$ cat src/cnn_cfg.svh
`ifndef CNN_CFG_SVH
`define CNN_CFG_SVH

// 16-bit lanes per burst line
`define BURST_LEN 4

// entries in the command and result FIFOs
`define FIFO_DEPTH 64

// host block size in 32-bit words
`define BLOCK_SIZE 16

// slack for the registered count in the throttle
`define BUFFER_HEADROOM 4

// line RAM address widths
`define D_RAM_AW 6
`define W_RAM_AW 8

`endif

$ cat src/cnn_pkg.sv
`include "cnn_cfg.svh"

package cnn_pkg;

	typedef logic signed [15:0] lane_t;

	// lane 0 holds the earliest sample of the burst
	typedef lane_t [`BURST_LEN-1:0] line_t;

	typedef struct packed {
		logic [2:0]  op_type;
		logic [3:0]  stride;
		logic [7:0]  kernel;
		logic [7:0]  i_side;
		logic [7:0]  o_side;
		logic [15:0] i_channel;
		logic [15:0] o_channel;
		logic [7:0]  padding;
		logic [7:0]  kernel_size;
		logic [15:0] stride2;
	} layer_cfg_t;

	typedef struct packed {
		logic signed [31:0] value;
		logic               last;   // final output channel of the run
	} result_t;

	typedef enum logic [2:0] {
		CSB_IDLE,
		CSB_WORD0,
		CSB_WORD1,
		CSB_WORD2,
		CSB_DONE
	} csb_state_t;

	localparam logic [2:0] OP_GEMM = 3'd1;

endpackage

$ cat src/line_ram.sv
module line_ram
	import cnn_pkg::*;
#(
	parameter int AW = 6
) (
	input  logic          okClk,
	input  logic          i_we,
	input  logic [AW-1:0] i_waddr,
	input  line_t         i_wline,
	input  logic [AW-1:0] i_raddr,
	output line_t         o_rline
);

	line_t mem [2**AW];

	always_ff @(posedge okClk) begin
		if (i_we)
			mem[i_waddr] <= i_wline;
		o_rline <= mem[i_raddr];   // one cycle read latency
	end

endmodule

$ cat config.mk
export PLATFORM = sky130hd
export DESIGN_NAME = line_ram
export DESIGN_NICKNAME = d
export VERILOG_FILES = /design/src/cnn_pkg.sv /design/src/line_ram.sv
export VERILOG_INCLUDE_DIRS = /design/src /design/src/src
export SDC_FILE = /design/constraint.sdc
export NUM_CORES = 2
export LEC_CHECK = 0
export BUFFER_PORTS_ARGS = -buffer_cell sky130_fd_sc_hd__buf_2
export CORE_MARGIN = 2
export CORE_UTILIZATION = 40
export CTS_CLUSTER_DIAMETER = 60
export DETAILED_ROUTE_END_ITERATION = 10
export SLEW_MARGIN = 10
export SYNTH_ARGS = -nofsm -noshare
export SYNTH_HDL_FRONTEND = slang
export SYNTH_SLANG_ARGS = --single-unit
$ cat constraint.sdc
create_clock -name okClk -period 17.6 [get_ports okClk]
set_input_delay 1.76 -clock okClk [delete_from_list [all_inputs] [get_ports okClk]]
set_output_delay 1.76 -clock okClk [all_outputs]
set_load 0.005 [all_outputs]
# Word-level counts from Yosys, hierarchy flattened
# Memory sizes are Yosys's and may differ from the RTL's. A register that Yosys moved wholly into a read port is not among the register bits.
# Cells that the tools add are included.
classes:
  muxes: 2
op_table:
  columns: ["operator", "n"]
  rows:
  - ["$mux W1", 2]
word_totals:
  out_inout_bits: 64
  inputBits: 78
  wordCells: 3
  ram_bits: 4096
  mem_count: 1
  register_bits: 0
memory_table:
  columns: ["memory", "words", "width", "read_ports", "rd_ports_with_merged_regs", "wr", "line_no", "source"]
  rows:
  - ["mem", 64, 64, 1, 1, 1, "line_ram.sv:14", "line_t mem [2**AW];"]

# Depth between registers and ports, before layout
logic_depth:
  depth_word: 2
  depth_mapped: 9

# Least setup slack after synthesis
# No wires, ideal clock.
synth_timing:
  kind: "input-to-reg"
  from: "input port i_waddr[3]"
  to: "memory mem[48][0] (netlist bit) (enable)"
  setup_slack_ps: 10404
  t_arrival_ps: 6632
  stages: 4
  setup_ps: 564
  n_path_buf: 1
  cell_sequence: "clkbuf_1 -> nor2b_1 -> nand4b_1 -> nor3_1"
synth_lines:
  columns: ["element", "line_no", "source"]
  rows:
  - ["start: declaration", "line_ram.sv:8", "input logic [AW-1:0] i_waddr,"]
  - ["end: declaration", "line_ram.sv:14", null]
# No word-level cell before the write port.

==> summary.md <==
| Metric | Value |
|---|---|
| Sequential fraction of the synthesis area | `0.7949` |
| Gate Count Post-Synth | `6598` |
| Final HPWL DP | `220000 um` |
| Status | `finished, final reports clean` |
| Post-route ant nets | `0` |
| Commonest non-fill, non-tap cell in the layout | `edfxtp_1` |
| DRC | `0` |
| Syn Nets | `6676` |
| Setup total negative slack | `0 ps` |
| Postcts setup bufs | `0` |
| Worst hold margin | `846.2 ps` |
| DIE WIDTH | `629.2 um` |
| DR WL/cell | `34.74 um` |
| Warnings from Yosys | `0` |
| CTS Root Cell | `clkbuf_16` |
| GP Congestion | `0.7540` |
| WP data arrival | `6630 ps` |
| Row count | `229` |
| DR vias | `75360` |
| Tcrit/Tclk final | `0.3318` |
| Reg-to-reg endpoint | `o_rline[42]` |
| Clk_lat worst skew | `990 ps` |
| Worst setup margin | `11760 ps` |
| Nets@finish | `7064` |
| Startpoint Class | `input pin` |
| Fin. max-slew vios | `0` |
| Fraction of layout cells with a size suffix above 1 | `0.2832` |
| First-pass GRT wire length | `604200 um` |
| IO Port Bufs | `141` |
| Max-cap viol count | `0` |
| Cell taking the most area after synthesis | `edfxtp_1` |
| Worst Hold Class | `flop to flop` |
| GRT overflow | `0` |
| Cell depth of the worst flop-to-flop path | `5` |
| Syn avg cell area | `23.70 um^2` |
| Fraction of registers with async set/reset | `0` |
| Critical path class | `input pin to flop` |
| CORE AREA | `0.3891 mm^2` |
| Average via count per standard cell | `6.002` |
| Fmax | `171.2 MHz` |
| Inserted Clock Buffers | `422` |
| Clk_skew | `50.55 ps` |
| Initial antenna violation count | `41` |
| Detailed Route Iter0 Violations | `9778` |
| Worst slack, placed | `10440 ps` |
| Final Setup Violations | `0` |
| Die Y | `629.2 um` |
| Peak supply drop | `0.00008968 V` |
| Crit path time final | `5840 ps` |
| Die area | `0.3959 mm^2` |
| Synthesized area | `0.1563 mm^2` |
| Leak | `55.05 nW` |
| Most frequent cells in the layout | `4096 x edfxtp_1, 1024 x mux4_2, 431 x clkbuf_16, 176 x buf_4, 168 x a22oi_1` |
| Hold-fix buffers, CTS | `0` |
| GRT Util Overall | `0.2169` |
| # IOs | `142` |
| Initial core utilization | `0.4018` |
| Clock Path Buffers | `4` |
| Power Density | `117.6 mW/mm^2` |
| R2R setup slack | `15500 ps` |
| P&R area growth vs syn | `13.86%` |
| Hold_sp | `mem[55][28]` |
| FF/Latch Area | `0.1243 mm^2` |
| Post-cts sizing count | `0` |
| Max_slew headroom | `0.1784` |
| Hold Crit Depth | `4` |
| Hold Path End | `o_rline[28]` |
| CP required | `18390 ps` |
| Post-synth EDFFs | `4096` |
| Clock sink count | `4160` |
| Routed WL | `436100 um` |
| Slew @ Worst Pin | `1230 ps` |
| RR Startpoint | `mem[12][42]` |
| Area contributors post-synth | `edfxtp_1 79%, mux4_2 15%, mux2i_1 0.86%` |
| Fillers | `32060` |
| Crit path max fanout | `93` |
| H-tree depth | `5` |
| Largest net degree at the start of global routing | `140` |
| TritonCTS clock tree | `yes` |
| Vias in the first global route | `75490` |
| Clk slew on worst S/H paths | `60 ps` |
| Multi-input logic area | `0.03078 mm^2` |
| Yosys top cell area share | `0.7867` |
| Crit path capture type | `flop` |
| Ys flop type | `edfxtp_1` |
| RSZ-0062 raised after global routing | `no` |
| Flops & latches, synth | `4160` |
| Final hold vios | `0` |
| Yosys cell types | `33` |
| Drt pass-1 iters | `6` |
[area by class of cell]
type                    count  share of cell area
clock inverters           259             0.01468
well taps                5197             0.03653
flip-flops and latches   4160              0.6981
inverters                  19           0.0004006
multi-input cells        2049              0.1729
clock buffers             530             0.06368
diodes                      7          0.00009840
repair buffers            334             0.01359
[stage by stage]
step	instance area (um^2)	power [mW]	utilization	std cells
2_1_floorplan	156300	11.71	-	6598
3_3_place_gp	164000	12.13	0.4215	11760
3_5_place_dp	164000	12.15	0.4216	11760
4_1_cts	178000	21.07	0.4574	12550
5_1_grt	178000	21.49	0.4575	12550
6_report	178000	20.93	0.4575	12560
[report_power, final]
group	total, mW	switching, mW	internal (mW)
Sequential	11.0	0.0493	11.0
Combinational	0.902	0.568	0.334
Clock	9.01	3.82	5.19
[cells by family after synthesis]
group,count (synthesis),share of synthesized area
AO/OA/AOI/OAI,504,0.02477
multiplexers,1159,0.1561
buffers and inverters,389,0.01180
AND/OR/NAND/NOR,386,0.01240
flip-flops,4160,0.7949
[worst max-delay path, stage by stage]
cell	delay [ps]
buf_12	370
buf_12	620
buf_4	650
buf_4	890
buf_4	770
mux4_2	600
mux2i_1	150
o22ai_1	110
a41oi_1	340
a211oi_1	70
[sequential cells by signal (all words and copies together), names as in the netlist]
name and flops:
mem 4096, o_rline 64
[layer usage]
metal | global-route usage | wire length (um)
met3 | 0.03354 | 35680
met4 | 0.06216 | 13130
met5 | 0 | 57
met1 | 0.3028 | 175100
met2 | 0.3549 | 212100
[how the worst max path moves through the flow]
stage               startpoint          end  depth (start not counted)
floorplan           i_waddr[3]   mem[48][0]                          4
global placement    i_raddr[0]  o_rline[40]                         10
detailed placement  i_raddr[0]  o_rline[41]                         10
CTS                 i_raddr[0]  o_rline[41]                         10
global route        i_raddr[0]  o_rline[41]                         10
finish              i_raddr[0]  o_rline[40]                         10
[cells in the mapped netlist (2+ instances only)]
cell type,count
a22o_1,88
and3_1,64
nand3b_1,2
nor3_1,2
nor2_1,112
a31oi_1,18
nand3_1,45
a41oi_1,26
nand2_1,58
a22oi_1,168
inv_1,19
mux4_2,1024
clkbuf_1,140
and2_1,3
a211oi_1,63
nor2b_1,28
or2_2,28
nand2b_1,11
a2bb2oi_1,19
mux2i_1,135
or3_1,29
nand4_1,2
o221ai_1,38
dfxtp_1,64
o22ai_1,83
edfxtp_1,4096
buf_6,6
buf_4,34
buf_1,20
buf_2,170
No activity file was read; power rests on OpenSTA's default activity.
