==> config.mk <==
export PLATFORM = sky130hd
export DESIGN_NAME = burst_packer
export DESIGN_NICKNAME = d
export VERILOG_FILES = /design/src/cnn_pkg.sv /design/src/burst_packer.sv
export VERILOG_INCLUDE_DIRS = /design/src /design/src/src
export SDC_FILE = /design/constraint.sdc
export NUM_CORES = 1
export LEC_CHECK = 0
export BUFFER_PORTS_ARGS = -buffer_cell sky130_fd_sc_hd__buf_2
export CAP_MARGIN = 20
export CORE_MARGIN = 5
export CORE_UTILIZATION = 30
export DETAILED_ROUTE_END_ITERATION = 7
export SETUP_SLACK_MARGIN = 0.05
export SLEW_MARGIN = 20
export SYNTH_ARGS = -nofsm -noshare
export SYNTH_HDL_FRONTEND = slang
export SYNTH_SLANG_ARGS = --single-unit
==> constraint.sdc <==
create_clock -name okClk -period 1.2 [get_ports okClk]
set_input_delay 0.12 -clock okClk [delete_from_list [all_inputs] [get_ports okClk]]
set_output_delay 0.12 -clock okClk [all_outputs]
set_load 0.01 [all_outputs]
==> src/cnn_cfg.svh <==
`ifndef CNN_CFG_SVH
`define CNN_CFG_SVH

// 16-bit lanes per burst line
`define BURST_LEN 4

// entries in the command and result FIFOs
`define FIFO_DEPTH 64

// host block size in 32-bit words
`define BLOCK_SIZE 16

// slack for the registered count in the throttle
`define BUFFER_HEADROOM 4

// line RAM address widths
`define D_RAM_AW 6
`define W_RAM_AW 8

`endif

==> src/cnn_pkg.sv <==
`include "cnn_cfg.svh"

package cnn_pkg;

	typedef logic signed [15:0] lane_t;

	// lane 0 holds the earliest sample of the burst
	typedef lane_t [`BURST_LEN-1:0] line_t;

	typedef struct packed {
		logic [2:0]  op_type;
		logic [3:0]  stride;
		logic [7:0]  kernel;
		logic [7:0]  i_side;
		logic [7:0]  o_side;
		logic [15:0] i_channel;
		logic [15:0] o_channel;
		logic [7:0]  padding;
		logic [7:0]  kernel_size;
		logic [15:0] stride2;
	} layer_cfg_t;

	typedef struct packed {
		logic signed [31:0] value;
		logic               last;   // final output channel of the run
	} result_t;

	typedef enum logic [2:0] {
		CSB_IDLE,
		CSB_WORD0,
		CSB_WORD1,
		CSB_WORD2,
		CSB_DONE
	} csb_state_t;

	localparam logic [2:0] OP_GEMM = 3'd1;

endpackage

==> src/burst_packer.sv <==
`include "cnn_cfg.svh"

module burst_packer
	import cnn_pkg::*;
#(
	parameter int AW = 6
) (
	input  logic          okClk,
	input  logic          i_rst,
	input  logic          i_write,
	input  logic [15:0]   i_sample,
	output logic          o_ram_we,
	output logic [AW-1:0] o_ram_addr,
	output line_t         o_ram_line
);

	localparam int CW = $clog2(`BURST_LEN);

	logic [CW-1:0] lane_cnt;
	line_t         line_q;

	assign o_ram_line = line_q;

	// new sample enters at the top, older ones move toward lane 0
	always_ff @(posedge okClk) begin
		if (i_write)
			line_q <= {i_sample, line_q[`BURST_LEN-1:1]};
	end

	always_ff @(posedge okClk) begin
		if (i_rst) begin
			lane_cnt   <= '0;
			o_ram_we   <= 1'b0;
			o_ram_addr <= '0;
		end else begin
			o_ram_we <= 1'b0;
			if (i_write) begin
				if (lane_cnt == CW'(`BURST_LEN-1)) begin
					lane_cnt <= '0;
					o_ram_we <= 1'b1;   // line is complete on the next cycle
				end else begin
					lane_cnt <= lane_cnt + 1'b1;
				end
			end
			// post-increment once the line has gone out
			if (o_ram_we)
				o_ram_addr <= o_ram_addr + 1'b1;
		end
	end

endmodule

# Word level (Yosys, flattened, before mapping)
# Cells that the tools add are included.
[totals]
reg_bits = 73
latch_bits = 0
ramBits = 0
rom_bits = 0
inputBits = 19
output_inout_bits = 71
word_cells = 14
n_memories = 0
[classes]
addsub = 2
multipliers = 0
n_div = 0
n_lt_le_gt_ge = 0
eq_ne = 1
shift = 0
n_mux = 2
bitwise = 1
n_reduce_logical = 1
[op_table]
columns = ["op", "n"]
rows = [
  ["$add A6 B1 Y6 const B", 1],
  ["$add A2 B1 Y2 const B", 1],
  ["$eq A2 B2 Y1 const B", 1],
  ["$mux W2", 1],
  ["$reduce_or A2 Y1", 1],
  ["$mux W1", 1],
  ["$not A1 Y1", 1],
]

# Depth between registers and ports, before layout
[depth]
word_depth = 2
mapped_depth = 4

# Least setup slack after synthesis
# OpenSTA, ideal clock, no wires.
[synth_path]
kind = "register to register"
startpoint = "reg o_ram_we"
endpoint = "reg o_ram_addr[5]"
setup_ps = 70
arrival_ps = 1074
required_time_ps = 1130
path_slack_ps = 56
path_stages_with_launch = 4
synth_period_minus_slack_ps = 1144
path_cell_list = "dfxtp_1 nand4_2 or3_1 a21oi_1"
[synth_lines]
columns = ["item", "line_no", "rtl"]
rows = [
  ["start, declared", "burst_packer.sv:12", "output logic o_ram_we,"],
  ["start signal, assigned", "burst_packer.sv:33", "o_ram_we <= 1'b0;"],
  ["start signal, assigned", "burst_packer.sv:36", "o_ram_we <= 1'b0;"],
  ["start signal, assigned", "burst_packer.sv:40", "o_ram_we <= 1'b1;"],
  ["end signal, assigned", "burst_packer.sv:47", "o_ram_addr <= o_ram_addr + 1'b1;"],
  ["end, declared", "burst_packer.sv:13", "output logic [AW-1:0] o_ram_addr,"],
]

# Worst setup path in the final report
[layout_path]
startpoint = "reg o_ram_we"
endpoint = "out o_ram_we"
# No word-level cell between the ends.

==> flow_summary.json <==
{
  "status": "complete, no violations",
  "clockBufferDepth": 2,
  "power_mw": 5.16,
  "drt_iter0_drc": 35,
  "grt_pass1_wl_um": 6680,
  "syn_area_um2": 2280,
  "die_area_um2": 9430,
  "path_buf_inv": 2,
  "crit_fanout": 5,
  "crit_type": "reg2out",
  "cts-buffers-inserted": 9,
  "synthCells": 100,
  "drtAntennaViolNets": 0,
  "post-route-period-util": 0.897,
  "via_per_inst": 4.01,
  "clock_latency_ns": 0.34,
  "met1_usage": 0.0984,
  "cp.depth": 2,
  "slew_headroom": 0.795,
  "gr-total-overflow": 0,
  "cp.arrival_ns": 0.96,
  "final-setup-viol-count": 0,
  "grt_use_met2": 0.150,
  "min_from": "i_rst",
  "grt_use_met3": 0.0488,
  "cellInternalPower_mw": 4.05,
  "cap_viol_max_count": 0,
  "crit_path_start_kind": "flop",
  "sw_frac_of_total": 0.216,
  "fin_crit_ns": 1.08,
  "yosysWarnings": 0,
  "floorplan.rows": 31,
  "clockRootBuffer": "clkbuf_8",
  "antenna_found_initial": 1,
  "r2r-end": "o_ram_addr[5]",
  "groute.usage.overall": 0.0930,
  "finClkSkew_ns": 0.00626,
  "route.detailed.wl_per_inst_um": 12.8,
  "cp.required_ns": 1.08,
  "power.density_nw_per_um2": 1600,
  "final_cells": 323,
  "cts.sinks": 73,
  "start_util": 0.310,
  "fin_tns_setup_ns": 0,
  "hold_end": "o_ram_addr[0]",
  "grt_pass1_vias": 1300,
  "grt_max_degree": 59,
  "clockPowerShare": 0.350,
  "die_width_um": 97.1,
  "ir_worst_vdd_uv": 534,
  "core-area_um2": 7330,
  "portBuffers": 89,
  "cts_tree": "yes",
  "r2r_cells": 3,
  "p_leak_nw": 1.32,
  "fp.dieH_um": 97.1,
  "finalWirelength_um": 4150,
  "hp-class": "in2reg",
  "drive_above_1_share": 0.489,
  "slew_violations": 0,
  "syn2layout_area_growth_pct": 41.9,
  "postSynthAreaPerCell_um2": 22.8,
  "ioPinCount": 90,
  "routabilityCongestion": 0.713,
  "worst_pin_slew_ns": 0.308,
  "critPathTopFamily": "flip-flops",
  "combPwrFrac": 0.069,
  "h-tree-depth": 3,
  "num-nets-final": 239,
  "ys_seq_area_frac": 0.924,
  "power.share.sequential": 0.580,
  "cp_cell_sequence": "buf_4 -> buf_2",
  "rsz0062_at_grt": "no",
  "max_clock_freq_ghz": 0.929,
  "hpwl_um": 2860,
  "syn_nets": 121,
  "cpMaxStageDelayCell": "dfxtp_1",
  "post_cts_buffers": 0,
  "first_pass_iters": 4,
  "drc": 0,
  "fin_hold_ws_ns": 0.0573,
  "timing.rr.start": "o_ram_addr[2]",
  "clk_pin_slew_ns": 0.07,
  "report.final.hold_viol_count": 0,
  "max_stage_delay_ns": 0.35,
  "grt.busiest_layer": "met2",
  "hold_depth": 2,
  "ys_ff_latch": 73,
  "place_inst": 290,
  "via_count": 1294,
  "rrSetupSlack_ns": 0.14,
  "synth.distinct_cells": 14,
  "crit_path_end_kind": "output pin",
  "netSwitchingPower_mw": 1.12
}
## Yosys cell counts
| master | instances | area, µm² |
|---|---|---|
| o21ai_0 | 1 | 5.00 |
| a21oi_1 | 1 | 5.00 |
| mux2i_1 | 3 | 30.0 |
| xor2_1 | 3 | 26.3 |
| dfxtp_1 | 9 | 180 |
| nand2_1 | 3 | 11.3 |
| ha_1 | 2 | 25.0 |
| nand4_2 | 1 | 12.5 |
| clkbuf_1 | 1 | 3.75 |
| or3_1 | 1 | 6.26 |
| nor2_1 | 9 | 33.8 |
| nand4_1 | 1 | 6.26 |
| edfxtp_1 | 64 | 1920 |
| xnor2_1 | 1 | 8.76 |
## flip-flops by register name, summed over array words and instances (netlist names)
register,cells
o_ram_line,64
o_ram_addr,6
o_ram_we,1
lane_cnt,2
## worst max path at each step
stage                    endpoint     startpoint  slack [ns]
floorplan           o_ram_addr[5]       o_ram_we        0.06
global placement    o_ram_addr[5]  o_ram_addr[2]        0.13
finish                   o_ram_we       o_ram_we        0.12
CTS                 o_ram_addr[5]  o_ram_addr[0]        0.07
global route             o_ram_we       o_ram_we        0.05
detailed placement  o_ram_addr[5]  o_ram_addr[0]        0.11
## layout make-up
type / instances / area [µm²]
Tap cell: 99 / 124
Timing Repair Buffer: 108 / 641
Fill cell: 661 / 4100
Antenna cell: 1 / 2.50
Clock inverter: 6 / 58.8
Multi-Input combinational cell: 26 / 170
Clock buffer: 10 / 128
Sequential cell: 73 / 2110
## placed cells by master (no fill, tap or decap)
cell and instances:
nor2_1 9, dfxtp_1 6, or3_1 1, a21oi_1 1
xor2_1 3, edfxtp_1 64, clkinvlp_4 1, nand2_1 3
nand4_2 1, buf_2 89, clkbuf_8 9, dfxtp_2 3
bufinv_16 1, diode_2 1, xnor2_1 1, nand4_1 1
clkinv_1 2, ha_1 2, o21ai_0 1, dlygate4sd3_1 16
clkbuf_1 1, buf_4 2, clkinv_2 1, clkinv_4 1
mux2i_1 3, buf_12 1
## power by group through the flow
stage	registers, mW	clock network [mW]	logic, mW
after floorplan	3.13	0	0.0179
after global placement	3.05	0	0.326
after detailed placement	3.06	0	0.327
after CTS	3.00	1.89	0.369
after global routing	3.02	2.01	0.385
final	3.00	1.81	0.358
## through the flow
stage | cell area (µm²) | setup WS, ns | utilization
global route | 3230 | 0.0512 | 0.441
global placement | 2880 | 0.132 | 0.392
floorplan | 2280 | 0.0561 | -
detailed placement | 2880 | 0.105 | 0.392
CTS | 3220 | 0.0712 | 0.440
finish | 3230 | 0.123 | 0.441
## per-layer routing
metal	up-vias	part of all wire
li1	618	-
met1	614	0.38
met2	54	0.52
met3	8	0.078
met4	0	0.020
met5	-	0
## kinds of logic (layout without fill, tap and decap cells)
logic type,after synthesis,count (layout),synth area share
flops,73,73,0.924
simple gates,15,15,0.0308
xor+xnor,4,4,0.0154
mux,3,3,0.0132
fa+ha+maj,2,2,0.0110
compound gates,2,2,0.00439
buf+inv,1,124,0.00165
other cells,0,1,0
## timing repair
action / 4_1_cts / 5_1_grt
endpoints found under the setup margin: 0 / 2
gates resized for setup: 0 / 3
endpoints found under the hold margin: 16 / 0
hold buffers: 16 / 0
(Power assumes the default switching activity.)
