**src/cnn_cfg.svh**
```systemverilog
`ifndef CNN_CFG_SVH
`define CNN_CFG_SVH

// 16-bit lanes per burst line
`define BURST_LEN 4

// entries in the command and result FIFOs
`define FIFO_DEPTH 64

// host block size in 32-bit words
`define BLOCK_SIZE 16

// slack for the registered count in the throttle
`define BUFFER_HEADROOM 4

// line RAM address widths
`define D_RAM_AW 6
`define W_RAM_AW 8

`endif

```
**src/pipe_fifo.sv**
```systemverilog
`include "cnn_cfg.svh"

module pipe_fifo #(
	parameter type T     = logic [31:0],
	parameter int  DEPTH = `FIFO_DEPTH
) (
	input  logic                       okClk,
	input  logic                       i_rst,
	input  logic                       i_write,
	input  T                           i_wdata,
	input  logic                       i_read,
	output T                           o_rdata,
	output logic                       o_empty,
	output logic                       o_full,
	output logic [$clog2(DEPTH+1)-1:0] o_count
);

	localparam int AW = $clog2(DEPTH);
	localparam int CW = $clog2(DEPTH+1);

	T              mem [DEPTH];
	logic [AW-1:0] wr_ptr;
	logic [AW-1:0] rd_ptr;
	logic [CW-1:0] count;
	logic          do_write;
	logic          do_read;

	assign o_empty = (count == '0);
	assign o_full  = (count == CW'(DEPTH));
	assign o_count = count;

	assign do_write = i_write && !o_full;   // writes to a full FIFO are lost
	assign do_read  = i_read && !o_empty;

	// head is visible before the pop
	assign o_rdata = mem[rd_ptr];

	always_ff @(posedge okClk) begin
		if (do_write)
			mem[wr_ptr] <= i_wdata;
	end

	always_ff @(posedge okClk) begin
		if (i_rst) begin
			wr_ptr <= '0;
			rd_ptr <= '0;
			count  <= '0;
		end else begin
			if (do_write)
				wr_ptr <= (wr_ptr == AW'(DEPTH-1)) ? '0 : wr_ptr + 1'b1;
			if (do_read)
				rd_ptr <= (rd_ptr == AW'(DEPTH-1)) ? '0 : rd_ptr + 1'b1;
			case ({do_write, do_read})
				2'b10:   count <= count + 1'b1;
				2'b01:   count <= count - 1'b1;
				default: count <= count;   // both or neither
			endcase
		end
	end

endmodule

```
**config.mk**
```make
export PLATFORM = sky130hd
export DESIGN_NAME = pipe_fifo
export DESIGN_NICKNAME = d
export VERILOG_FILES = /design/src/pipe_fifo.sv
export VERILOG_INCLUDE_DIRS = /design/src /design/src/src
export SDC_FILE = /design/constraint.sdc
export NUM_CORES = 2
export LEC_CHECK = 0
export BUFFER_PORTS_ARGS = -buffer_cell sky130_fd_sc_hd__buf_2
export CORE_MARGIN = 3
export CORE_UTILIZATION = 45
export CTS_CLUSTER_DIAMETER = 40
export DETAILED_ROUTE_END_ITERATION = 7
export GPL_TIMING_DRIVEN = 0
export PLACE_DENSITY = 0.65
export SKIP_CTS_REPAIR_TIMING = 1
export SLEW_MARGIN = 25
export SYNTH_ARGS = -nofsm -noshare
export SYNTH_HDL_FRONTEND = slang
export SYNTH_SLANG_ARGS = --single-unit
```
**constraint.sdc**
```tcl
create_clock -name okClk -period 5.8 [get_ports okClk]
set_clock_uncertainty 0.1 [all_clocks]
set_input_delay 1.74 -clock okClk [delete_from_list [all_inputs] [get_ports okClk]]
set_output_delay 1.74 -clock okClk [all_outputs]
set_load 0.01 [all_outputs]
```
## After elaboration in Yosys (flattened, before gate mapping)

Memories as Yosys holds them, arrays and structs flattened. A register that Yosys moved wholly into a read port is not among the register bits.
Cells that the tools add are included.

| operators by class | value |
|---|---|
| equality and inequality tests | 5 |
| reduce and logical (&&, ||, !) cells | 6 |
| $add $sub $neg | 4 |
| multiplexer cells | 7 |

Operators with widths:

| kind | number |
|---|---|
| $mux W6 | 4 |
| $pmux W7 S2 | 1 |
| $add A6 B1 Y6 const B | 2 |
| $eq A6 B6 Y1 const B | 2 |
| $add A7 B1 Y7 const B | 1 |
| $eq A7 B7 Y1 const B | 1 |
| $logic_not A7 Y1 | 1 |
| $sub A7 B1 Y7 const B | 1 |
| $eq A2 B1 Y1 const B | 1 |
| $eq A2 B2 Y1 const B | 1 |
| $logic_and A1 B1 Y1 | 2 |
| $logic_not A1 Y1 | 2 |
| $mux W1 | 2 |
| $reduce_bool A2 Y1 | 1 |

| word-level totals | value |
|---|---|
| logic and storage cells | 26 |
| memories | 1 |
| output and inout bits | 41 |
| input port bits | 36 |
| bits in writable memories | 2,048 |
| register bits | 19 |

Memories:

| memory | depth | bits a word | read ports | clocked after memory_dff | wr ports | line | text |
|---|---|---|---|---|---|---|---|
| mem | 64 | 32 | 1 | 1 | 1 | pipe_fifo.sv:21 | `T mem [DEPTH];` |

## Depth between registers and ports, before layout

| logic depth | value |
|---|---|
| word-level depth | 5 |
| depth in mapped cells | 13 |
| depth with buffers taken out | 11 |

## Worst setup path before layout

OpenSTA, ideal clock, no wires.

| path | value |
|---|---|
| kind | input to register |
| start | in i_write |
| end | mem mem[61][0] (netlist name) (enable) |
| path buffers | 0 |
| arrival | 4.098 ns |
| library setup time | 0.421 ns |
| stages on the path | 4 |
| required time | 5.279 ns |
| slack | 1.180 ns |
| cell sequence | inv_1 -> a311oi_1 -> nand2_1 -> nor2_1 |

| between the ends | value |
|---|---|
| cells in the longest elaborated chain, start to end | 3 |

RTL lines:

| element | line | text |
|---|---|---|
| from (decl) | pipe_fifo.sv:9 | `input logic i_write,` |
| $logic_and A1 B1 Y1 | pipe_fifo.sv:32 | `assign do_write = i_write && !o_full;` |
| $mux W1 | pipe_fifo.sv:39 | `if (do_write)` |
| $mux W1 (not written as such) | pipe_fifo.sv:40 | `mem[wr_ptr] <= i_wdata;` |
| to (decl) | pipe_fifo.sv:21 |  |

Every way passes these cells.

==> flow_summary.json <==
{
  "arrival_ns": 4.01,
  "drive_gt1_frac": 0.3339,
  "initial_core_util": 0.4545,
  "critPathLaunchType": "flip-flop",
  "setup_violations": 4,
  "synth_fp_nets": 3571,
  "worstPathMaxFanout": 10,
  "place_hpwl_um": 152800,
  "clock_path_buffers": 3,
  "combPwrFrac": 0.149,
  "path_depth": 5,
  "nets": 4020,
  "grt_pass1_wl_um": 324200,
  "p_leak_nw": 29.25,
  "clk_pin_slew_ns": 0.06,
  "fp.dieW_um": 425.7,
  "ioPinCount": 77,
  "yosysTopAreaCell": "edfxtp_1",
  "slowest_delay_ns": 0.88,
  "gp_congestion": 0.8766,
  "max_freq_ghz": 0.1710,
  "worstMarginPinSlew_ns": 1.123,
  "placed_cells": 6066,
  "viasPerCell": 6.372,
  "period_share": 1.008,
  "drv_cap": 0,
  "num_vias": 41486,
  "grt_max_degree": 65,
  "htree_levels": 4,
  "grt-ovfl-total": 0,
  "setup.worst_path.end_class": "output pin",
  "first_pass_iters": 6,
  "tns_ns": -0.07765,
  "place_area_mm2": 0.08634,
  "yosysTopAreaCellShare": 0.7758,
  "synthTopCellsByArea": "edfxtp_1, mux4_2, mux2i_1",
  "max_slew_margin": 0.2511,
  "drt-wirelength-per-cell_um": 35.73,
  "clockPowerShare": 0.403,
  "pre_cts_slack_ns": -0.2835,
  "synthCells": 3530,
  "drt_iter0_markers": 6665,
  "ys_ff_latch": 2073,
  "ys_types": 61,
  "grt_pass1_vias": 40935,
  "async_flop_share": 0,
  "setup_ws_ns": -0.04690,
  "worstPathRequired_ns": 3.96,
  "violations": "setup timing",
  "fillCellCount": 12767,
  "r2r_cells": 8,
  "yosysSeqAreaShare": 0.7822,
  "ir_worst_vdd_v": 0.0002898,
  "critPathKind": "reg2out",
  "cp_common_cell": "clkbuf_1",
  "synth-edff-count": 2048,
  "crit_chain": "clkbuf_1 -> clkbuf_1 -> clkbuf_1 -> a2bb2oi_1 -> buf_2",
  "intPower_w": 0.02765,
  "fp.dieArea_mm2": 0.1812,
  "drc": 0,
  "synth-main-ff-cell": "edfxtp_1",
  "fin_crit_ns": 5.847,
  "antenna_left": 0,
  "status": "finished with violations",
  "final_common_cell": "edfxtp_1",
  "syn_to_final_growth_pct": 19.73,
  "powerDensity_mw_per_mm2": 391.2,
  "numPortBuffers": 76,
  "clock-sinks": 2073,
  "cts_tree": "done",
  "grt_use_total": 0.2585,
  "switching_share": 0.2553,
  "hold_path.class": "reg2reg",
  "fin_area_mm2": 0.09491,
  "cts_root_buf": "clkbuf_16",
  "path_delay_family": "buffers and inverters",
  "cts-buffers-inserted": 236,
  "final_cell_mix": "edfxtp_1, mux4_2, clkbuf_16, mux2i_1, o22ai_1",
  "slew_viol_final": 0,
  "rows": 153,
  "coreArea_mm2": 0.1744,
  "path_buf_inv": 4,
  "ys_warn_count": 0,
  "p_seq_frac": 0.448,
  "final_cells": 6511,
  "hold_depth": 1,
  "finalHoldViolCount": 0,
  "insertion_delay_ns": 0.82,
  "hold_ws_ns": 0.4544,
  "synth.avg_cell_area_um2": 22.46,
  "switchingPower_w": 0.009479,
  "finalWirelength_um": 232700,
  "cp_slowest_cell": "clkbuf_1",
  "antenna_found_initial": 3,
  "syn_area_mm2": 0.07927,
  "die_h_um": 425.7
}
[worst paths after layout]
check	startpoint	endpoint	slack, ns
max reg2reg	o_count[0]	mem[43][5]	1.67
min	rd_ptr[5]	flip-flop	0.45
max	flip-flop	o_rdata[27]	-0.05
min reg2reg	rd_ptr[5]	flip-flop	0.45
[layout make-up]
type                            instances  area (µm²)  area share
Antenna cell                            2       5.005  0.00005273
Buffer                                195        1306     0.01376
Clock buffer                          278        6137     0.06466
Clock inverter                        165        1812     0.01909
Inverter                                5       21.27   0.0002241
Multi-Input combinational cell       1253       17090      0.1800
Sequential cell                      2073       62000      0.6532
Tap cell                             2325        2909     0.03065
Timing Repair Buffer                  215        3633     0.03828
[Yosys cell counts, types with 4 or more instances]
cell,n
or2_2,7
o211ai_1,10
a221o_1,5
nor2_1,113
a211oi_1,16
xor2_1,8
o21ai_0,32
nand2b_1,19
mux2i_1,119
mux4_2,490
a2bb2oi_1,9
and2_1,6
a221oi_1,12
nor3_1,18
nand3b_1,6
a31oi_1,6
buf_2,82
edfxtp_1,2048
buf_4,38
a21oi_1,33
a311oi_1,5
nor4_1,31
or3_1,8
inv_1,4
ha_1,5
o22ai_1,113
nor2b_1,16
buf_6,7
o221ai_1,14
mux2_2,30
buf_1,15
clkbuf_1,56
nand3_1,15
nand2_1,56
a311o_1,4
dfxtp_1,25
o22a_1,9
[cell families after synthesis]
kind of cell               Yosys count  synth area share
muxes                              639            0.1585
and+or+nand+nor                    308           0.01888
xor gates and xnor gates            11          0.001216
DFF                               2073            0.7822
AOI/OAI and AO/OA                  290           0.02502
adders and majority gates            5         0.0007892
buffers and inverters              204           0.01343
[layer usage]
metal | global-route usage | vias up | wire length [µm]
met3 | 0.07501 | 480 | 27450
met5 | 0 | - | 7
met4 | 0.1174 | 2 | 11460
met2 | 0.3889 | 2826 | 107400
li1 | - | 16051 | -
met1 | 0.3517 | 22127 | 86370
[power groups by stage]
| stage | combinational (W) | sequential [W] | clock (W) |
|---|---|---|---|
| finish | 0.00552 | 0.0166 | 0.0150 |
| global route | 0.00576 | 0.0166 | 0.0158 |
| CTS | 0.00539 | 0.0166 | 0.0151 |
| detailed placement | 0.00537 | 0.0169 | 0 |
| global placement | 0.00519 | 0.0170 | 0 |
| floorplan | 0.00318 | 0.0169 | 0 |
[sequential cells by signal, indices dropped and copies added (netlist names), named ones only]
| register | count |
|---|---|
| mem | 2048 |
| o_count | 7 |
| rd_ptr | 6 |
| wr_ptr | 6 |
[worst reg2reg max path, stage by stage (launching register included)]
cell     delay, ns
dfxtp_1       0.51
nor2_1        0.14
a31oi_1       0.47
inv_1         0.27
nor2_1        0.36
nand3_1       0.70
nor2_4        0.87
buf_16        0.25
buf_16        0.18
[per-stage QoR]
| stage | power [W] | util |
|---|---|---|
| after floorplan | 0.02013 | - |
| after global placement | 0.02215 | 0.4734 |
| after detailed placement | 0.02232 | 0.4951 |
| after CTS | 0.03714 | 0.5407 |
| after global routing | 0.03815 | 0.5442 |
| final | 0.03713 | 0.5442 |
Power figures use the tool's default switching activity.
