==> src/cnn_cfg.svh <==
`ifndef CNN_CFG_SVH
`define CNN_CFG_SVH

// 16-bit lanes per burst line
`define BURST_LEN 4

// entries in the command and result FIFOs
`define FIFO_DEPTH 64

// host block size in 32-bit words
`define BLOCK_SIZE 16

// slack for the registered count in the throttle
`define BUFFER_HEADROOM 4

// line RAM address widths
`define D_RAM_AW 6
`define W_RAM_AW 8

`endif

==> src/cnn_pkg.sv <==
`include "cnn_cfg.svh"

package cnn_pkg;

	typedef logic signed [15:0] lane_t;

	// lane 0 holds the earliest sample of the burst
	typedef lane_t [`BURST_LEN-1:0] line_t;

	typedef struct packed {
		logic [2:0]  op_type;
		logic [3:0]  stride;
		logic [7:0]  kernel;
		logic [7:0]  i_side;
		logic [7:0]  o_side;
		logic [15:0] i_channel;
		logic [15:0] o_channel;
		logic [7:0]  padding;
		logic [7:0]  kernel_size;
		logic [15:0] stride2;
	} layer_cfg_t;

	typedef struct packed {
		logic signed [31:0] value;
		logic               last;   // final output channel of the run
	} result_t;

	typedef enum logic [2:0] {
		CSB_IDLE,
		CSB_WORD0,
		CSB_WORD1,
		CSB_WORD2,
		CSB_DONE
	} csb_state_t;

	localparam logic [2:0] OP_GEMM = 3'd1;

endpackage

==> src/gemm_engine.sv <==
`include "cnn_cfg.svh"

module gemm_engine
	import cnn_pkg::*;
(
	input  logic                                 okClk,
	input  logic                                 i_rst,
	input  logic                                 i_start,
	input  layer_cfg_t                           i_cfg,
	input  line_t                                i_d_line,
	input  line_t                                i_w_line,
	output logic [`D_RAM_AW-1:0]                 o_d_addr,
	output logic [`W_RAM_AW-1:0]                 o_w_addr,
	input  logic [$clog2(`FIFO_DEPTH+1)-1:0]     i_result_count,
	output logic                                 o_result_write,
	output result_t                              o_result,
	output logic                                 o_busy,
	output logic                                 o_finish,
	output logic [31:0]                          o_timer
);

	localparam int CW = $clog2(`FIFO_DEPTH+1);

	logic [15:0]          ic;
	logic [15:0]          oc;
	logic [15:0]          k;
	logic [15:0]          o;
	logic [`W_RAM_AW-1:0] w_addr;
	logic                 issuing;
	logic                 stall;
	logic                 fire;
	logic                 k_last;
	logic                 o_last;
	logic                 cfg_ok;

	// tags follow the read through the RAM and product stages
	logic                 v1, kl1, ol1;
	logic                 v2, kl2, ol2;

	logic signed [31:0]   prod [`BURST_LEN];
	logic signed [31:0]   tree_sum;
	logic signed [31:0]   acc;
	logic signed [31:0]   acc_sum;

	assign cfg_ok = (i_cfg.op_type == OP_GEMM) && (i_cfg.i_channel != '0) &&
	                (i_cfg.o_channel != '0);

	// hold off while the result FIFO is nearly full
	assign stall  = (i_result_count >= CW'(`FIFO_DEPTH-2));
	assign fire   = issuing && !stall;
	assign k_last = (k == ic - 1'b1);
	assign o_last = (o == oc - 1'b1);

	assign o_d_addr = k[`D_RAM_AW-1:0];
	assign o_w_addr = w_addr;   // o * ic + k, walked in order

	// read address generation
	always_ff @(posedge okClk) begin
		if (i_rst) begin
			issuing <= 1'b0;
			k       <= '0;
			o       <= '0;
			w_addr  <= '0;
			ic      <= '0;
			oc      <= '0;
		end else if (i_start) begin
			issuing <= cfg_ok;
			k       <= '0;
			o       <= '0;
			w_addr  <= '0;
			ic      <= i_cfg.i_channel;
			oc      <= i_cfg.o_channel;
		end else if (fire) begin
			w_addr <= w_addr + 1'b1;
			if (k_last) begin
				k <= '0;
				if (o_last)
					issuing <= 1'b0;   // all reads sent
				else
					o <= o + 1'b1;
			end else begin
				k <= k + 1'b1;
			end
		end
	end

	always_ff @(posedge okClk) begin
		if (i_rst) begin
			v1  <= 1'b0;
			kl1 <= 1'b0;
			ol1 <= 1'b0;
			v2  <= 1'b0;
			kl2 <= 1'b0;
			ol2 <= 1'b0;
		end else begin
			v1  <= fire;
			kl1 <= fire && k_last;
			ol1 <= fire && o_last;
			v2  <= v1;
			kl2 <= kl1;
			ol2 <= ol1;
		end
	end

	// lane products, one register stage after the RAM
	always_ff @(posedge okClk) begin
		for (int l = 0; l < `BURST_LEN; l++)
			prod[l] <= i_d_line[l] * i_w_line[l];
	end

	always_comb begin
		tree_sum = '0;
		for (int l = 0; l < `BURST_LEN; l++)
			tree_sum = tree_sum + prod[l];
	end

	assign acc_sum = acc + tree_sum;   // wraps at 32 bits

	always_ff @(posedge okClk) begin
		if (i_rst || i_start)
			acc <= '0;
		else if (v2)
			acc <= kl2 ? '0 : acc_sum;   // restart after each output
	end

	assign o_result_write = v2 && kl2;
	assign o_result.value = acc_sum;
	assign o_result.last  = ol2;

	// run status and timer
	always_ff @(posedge okClk) begin
		if (i_rst) begin
			o_busy   <= 1'b0;
			o_finish <= 1'b0;
			o_timer  <= '0;
		end else if (i_start) begin
			o_busy   <= cfg_ok;
			o_finish <= !cfg_ok;   // nothing to do
			o_timer  <= '0;
		end else begin
			if (o_busy)
				o_timer <= o_timer + 1'b1;
			if (o_result_write && ol2) begin
				o_busy   <= 1'b0;
				o_finish <= 1'b1;
			end
		end
	end

endmodule

==> config.mk <==
export PLATFORM = sky130hd
export DESIGN_NAME = gemm_engine
export DESIGN_NICKNAME = d
export VERILOG_FILES = /design/src/cnn_pkg.sv /design/src/gemm_engine.sv
export VERILOG_INCLUDE_DIRS = /design/src /design/src/src
export SDC_FILE = /design/constraint.sdc
export NUM_CORES = 2
export LEC_CHECK = 0
export ABC_AREA = 1
export BUFFER_PORTS_ARGS = -buffer_cell sky130_fd_sc_hd__buf_4
export CORE_AREA = 2 2 291 408
export CTS_CLUSTER_SIZE = 40
export DETAILED_ROUTE_END_ITERATION = 7
export DIE_AREA = 0 0 293 410
export GPL_TIMING_DRIVEN = 0
export PLACE_DENSITY = 0.66
export SYNTH_ARGS = -nofsm -noshare
export SYNTH_HDL_FRONTEND = slang
export SYNTH_SLANG_ARGS = --single-unit
==> constraint.sdc <==
create_clock -name okClk -period 5.46 [get_ports okClk]
set_input_delay 0.273 -clock okClk [delete_from_list [all_inputs] [get_ports okClk]]
set_output_delay 0.273 -clock okClk [all_outputs]
set_load 0.01 [all_outputs]
# Yosys cells after proc, flatten, opt, wreduce, memory -nomap -nowiden
# Memory sizes are Yosys's and may differ from the RTL's.
# Index checks and enable logic that the tools add are counted.
totals:
  reg_bits: 145
  latch_bits: 0
  ram_bits: 128
  mem_bits_ro: 0
  inputBits: 233
  output_inout_bits: 82
  word_cells: 65
  memories: 1
op_classes:
  addsub: 10
  n_mul: 4
  div: 0
  n_lt_le_gt_ge: 1
  n_eq_ne: 3
  n_shift: 0
  muxes: 10
  n_bitwise: 1
  n_reduce_logical: 19
mem_list:
  columns: ["memory", "words", "word_bits", "rd", "rd_ports_with_merged_regs", "wr", "line", "source"]
  rows:
  - ["prod", 4, 32, 4, 0, 4, "gemm_engine.sv:40", "logic signed [31:0] prod [`BURST_LEN];"]
ops:
  columns: ["cell", "count"]
  rows:
  - ["$add 32x32->32", 4]
  - ["$mul 16x16->32", 4]
  - ["$add 16x1->16 const B", 2]
  - ["$add 32x1->32 const B", 1]
  - ["$eq 16x16->1", 2]
  - ["$mux 32", 1]
  - ["$reduce_bool 16->1", 2]
  - ["$sub 16x1->16 const B", 2]
  - ["$mux 16", 1]
  - ["$add 8x1->8 const B", 1]
  - ["$mux 1", 8]
  - ["$reduce_bool 2->1", 4]
  - ["$ge 7x6->1 const B", 1]
  - ["$logic_and 1x1->1", 7]
  - ["$reduce_and 3->1", 2]
  - ["$eq 3x1->1 const B", 1]
  - ["$logic_not 1->1", 2]
  - ["$reduce_or 2->1", 1]
  - ["$logic_or 1x1->1", 1]
  - ["$not 1->1", 1]

# Depth between registers and ports, before layout
logic_depth:
  word_depth: 6
  mapped_depth: 27
  ltp_nobuf: 25

# Worst setup path after synthesis
# OpenSTA, ideal clock, no wires.
synth_timing:
  path_type: "in2reg"
  start: "in i_w_line[21] (netlist bit)"
  end: "mem prod[1][29]"
  arrival_ps: 5598
  setup_slack_ps: -210
  stages: 24
  cell_sequence: "clkbuf_1 -> clkbuf_1 -> nand2_1 -> fa_1 -> inv_1 -> fa_1 -> fa_1 -> fa_1 -> fa_1 -> inv_1 -> fa_1 -> inv_1 -> ha_1 -> nand2_1 -> nor2_1 -> inv_1 -> nor3_1 -> nand2_1 -> o211ai_1 -> nand2_1 -> nand2_1 -> nand2_1 -> nand2_1 -> xor2_1"
synth_rtl:
  columns: ["element", "line", "source"]
  rows:
  - ["start, declared", "gemm_engine.sv:11", "input line_t i_w_line,"]
  - ["end, declared", "gemm_engine.sv:40", null]

==> metrics.cfg <==
[synthesis]
syn_inst=6765
synth_seq_cells=273
synth_async_sr_flop_share_pct=0
yosysWarnings=0
yosysTopAreaCell=fa_1
synth_area_mm2=0.0545
synth_edf_count=0
ys_types=54
syn_avg_cell_area_um2=8.05
syn_nets=8504
synth_flop_cell=dfxtp_1
yosys.area.top_type_share_pct=41.9
synth-seq-area-share_pct=10.0
ys_top_cells_by_area=fa_1 (42%), inv_1 (13%), nand2_1 (10%)

[finish]
drive_gt1_share_pct=8.26
fin_nets=8711
post-route-cell-area_mm2=0.0598
layout_commonest_cell=inv_1
layout.cells.non_filler=8510
n_fill_cell=11200
multi_input_area_mm2=0.0411
seq_area_mm2=0.00547
final_cell_mix=inv_1 (1860), nand2_1 (1491), fa_1 (1127)
areaGrowthSynthToFinish_pct=9.71

[clock_tree]
clock-sinks=273
cts_tree=built
clk_latency_ns=0.59
root_buffer=clkbuf_16
htree_levels=1
clockBufferDepth=3
cts_made_buffers=31
path_clk_slew_ns=0.06

[floorplanning]
dieArea_mm2=0.120
start_util_pct=46.6
core_area_mm2=0.117
ios=315
placementRows=149
fp.dieH_um=410
die_w_um=293

[timing]
timing.fmax_ghz=0.187
period_needed_ns=5.34
relSlewSlack_pct=33.9
hold_viol_final=0
slew_violations=0
fin_skew_ns=0.0230
finalWorstSetupSlack_ns=0.121
worstMarginPinSlew_ns=0.991
rsz0062_at_grt=true
timing.setup.tns_ns=0
setup_viol=0
post-route-period-util_pct=97.8

[routing]
ant_nets=0
dr.first_iter.drc_count=2713
drt_wl_total_mm=156
dr.pass1.iters=8
wl_per_cell_um=18.3
post_drt_via_cell_ratio=5.08
num_vias=43300
drt_drc_violations_left=0

[global_routing]
grtUsageTotal_pct=26.5
grt_pass1_vias=45700
grt_max_degree=17
grt_pass1_wl_mm=248
grt-busiest-layer=met2
use_met2_pct=48.2
grt_use_met3_pct=2.29
antenna_found_initial=5
grt.met1_usage_pct=31.9
grt.overflow.total=0

[setup_path]
critPathArrivalTime_ns=5.86
cp.required_ns=5.98
start_kind=primary input
worst-path-max-fanout=10
path_class=in -> reg
worst_setup_path_end_kind=flip-flop

[flow_run]
maxCapViolCount=0

[hold_path]
min_path_type=in -> reg

[placement]
gp_congestion=0.971
dp_cells=8425
dpl.hpwl_mm=136
io_buffers=150
placed_area_mm2=0.0575
post-place-ws_ns=-1.35

[run_status]
status=complete, no violations

==> flip-flops by register name (all words and copies together) (netlist names), 8 cells and up <==
signal	count
acc	32
ic	16
k	16
o	16
o_timer	32
o_w_addr	8
oc	16
prod	128
==> area by class of cell <==
| cell class | instances | area share (%) |
|---|---|---|
| multi-input cells | 4350 | 68.8 |
| inverters | 1870 | 11.8 |
| flip-flops and latches | 273 | 9.15 |
| well taps | 1510 | 3.16 |
| plain buffers | 264 | 2.92 |
| repair buffers | 182 | 2.37 |
| clock buffers | 37 | 1.39 |
| clock inverters | 21 | 0.404 |
| diodes | 3 | 0.0126 |
==> kinds of logic after synthesis <==
kind of cell | Yosys count | synth area share (%)
buf+inv | 2142 | 14.9
simple gates | 2119 | 16.0
fa+ha+maj | 1506 | 50.3
compound gates | 498 | 5.11
flops | 273 | 10.0
xor+xnor | 227 | 3.69
==> what timing repair did <==
item	in CTS	in global routing
hold endpoints to repair	20	0
setup endpoints to repair	57	39
hold buffers	20	0
resized for setup	218	316
setup buffers	7	5
pin swaps	5	9
==> stage by stage <==
stage	utilization [%]	hold slack [ns]
CTS	50.6	0.000352
global route	51.1	0.0352
global placement	49.2	0.393
detailed placement	49.2	0.396
floorplan	-	0.366
finish	51.1	0.0243
==> worst max-delay path: stages <==
cell and delay (ns):
clkbuf_2 0.22, clkbuf_2 0.32, nand2_1 0.12, fa_1 0.51, inv_1 0.05, fa_1 0.50
fa_1 0.62, fa_1 0.45, fa_1 0.49, inv_1 0.05, fa_1 0.50, inv_1 0.05
ha_1 0.38, nand2_1 0.11, inv_1 0.10, nand2_1 0.07, nor3_1 0.16, nand2_1 0.08
o211ai_1 0.30, nand2_1 0.09, nand2_1 0.11, nand3_1 0.07, nand2_1 0.08, xor2_1 0.14
==> synth_stat cells (all sizes together) (3+ instances only) <==
master and n:
a211oi 3, a21boi 8, a21o 19, a21oi 256
a221oi 5, a31oi 19, and2 9, buf 16
clkbuf 256, clkinv 3, dfxtp 273, fa 1140
ha 366, inv 1867, nand2 1509, nand3 126
nand3b 11, nand4 64, nor2 311, nor3 44
nor4 19, o211a 3, o211ai 10, o21a 12
o21ai 139, o21bai 16, o31ai 5, or2 22
xnor2 79, xor2 147
==> routing by layer <==
metal	vias up	wire length, um	share of wire [%]
met2	1333	80800	52
li1	20000	-	-
met1	21600	59700	38
met5	-	26	0.017
met3	343	7470	4.8
met4	4	7680	4.9
==> final timing paths <==
path | startpoint | end | slack [ns] | cells after the start
max | i_d_line[40] | prod[2][29]$_DFF_P_ | 0.12 | 24
min | i_cfg[36] | oc[4]$_SDFFE_PP0P_ | 0.02 | 3
max reg2reg | prod[2][1]$_DFF_P_ | acc[17]$_SDFFE_PP0P_ | 1.11 | 18
min reg2reg | ol1$_SDFF_PP0_ | ol2$_SDFF_PP0_ | 0.41 | 2
Power is left out: the tool's default activity adds up to more than one toggle a clock period on the data nets, which glitch-free logic cannot reach.
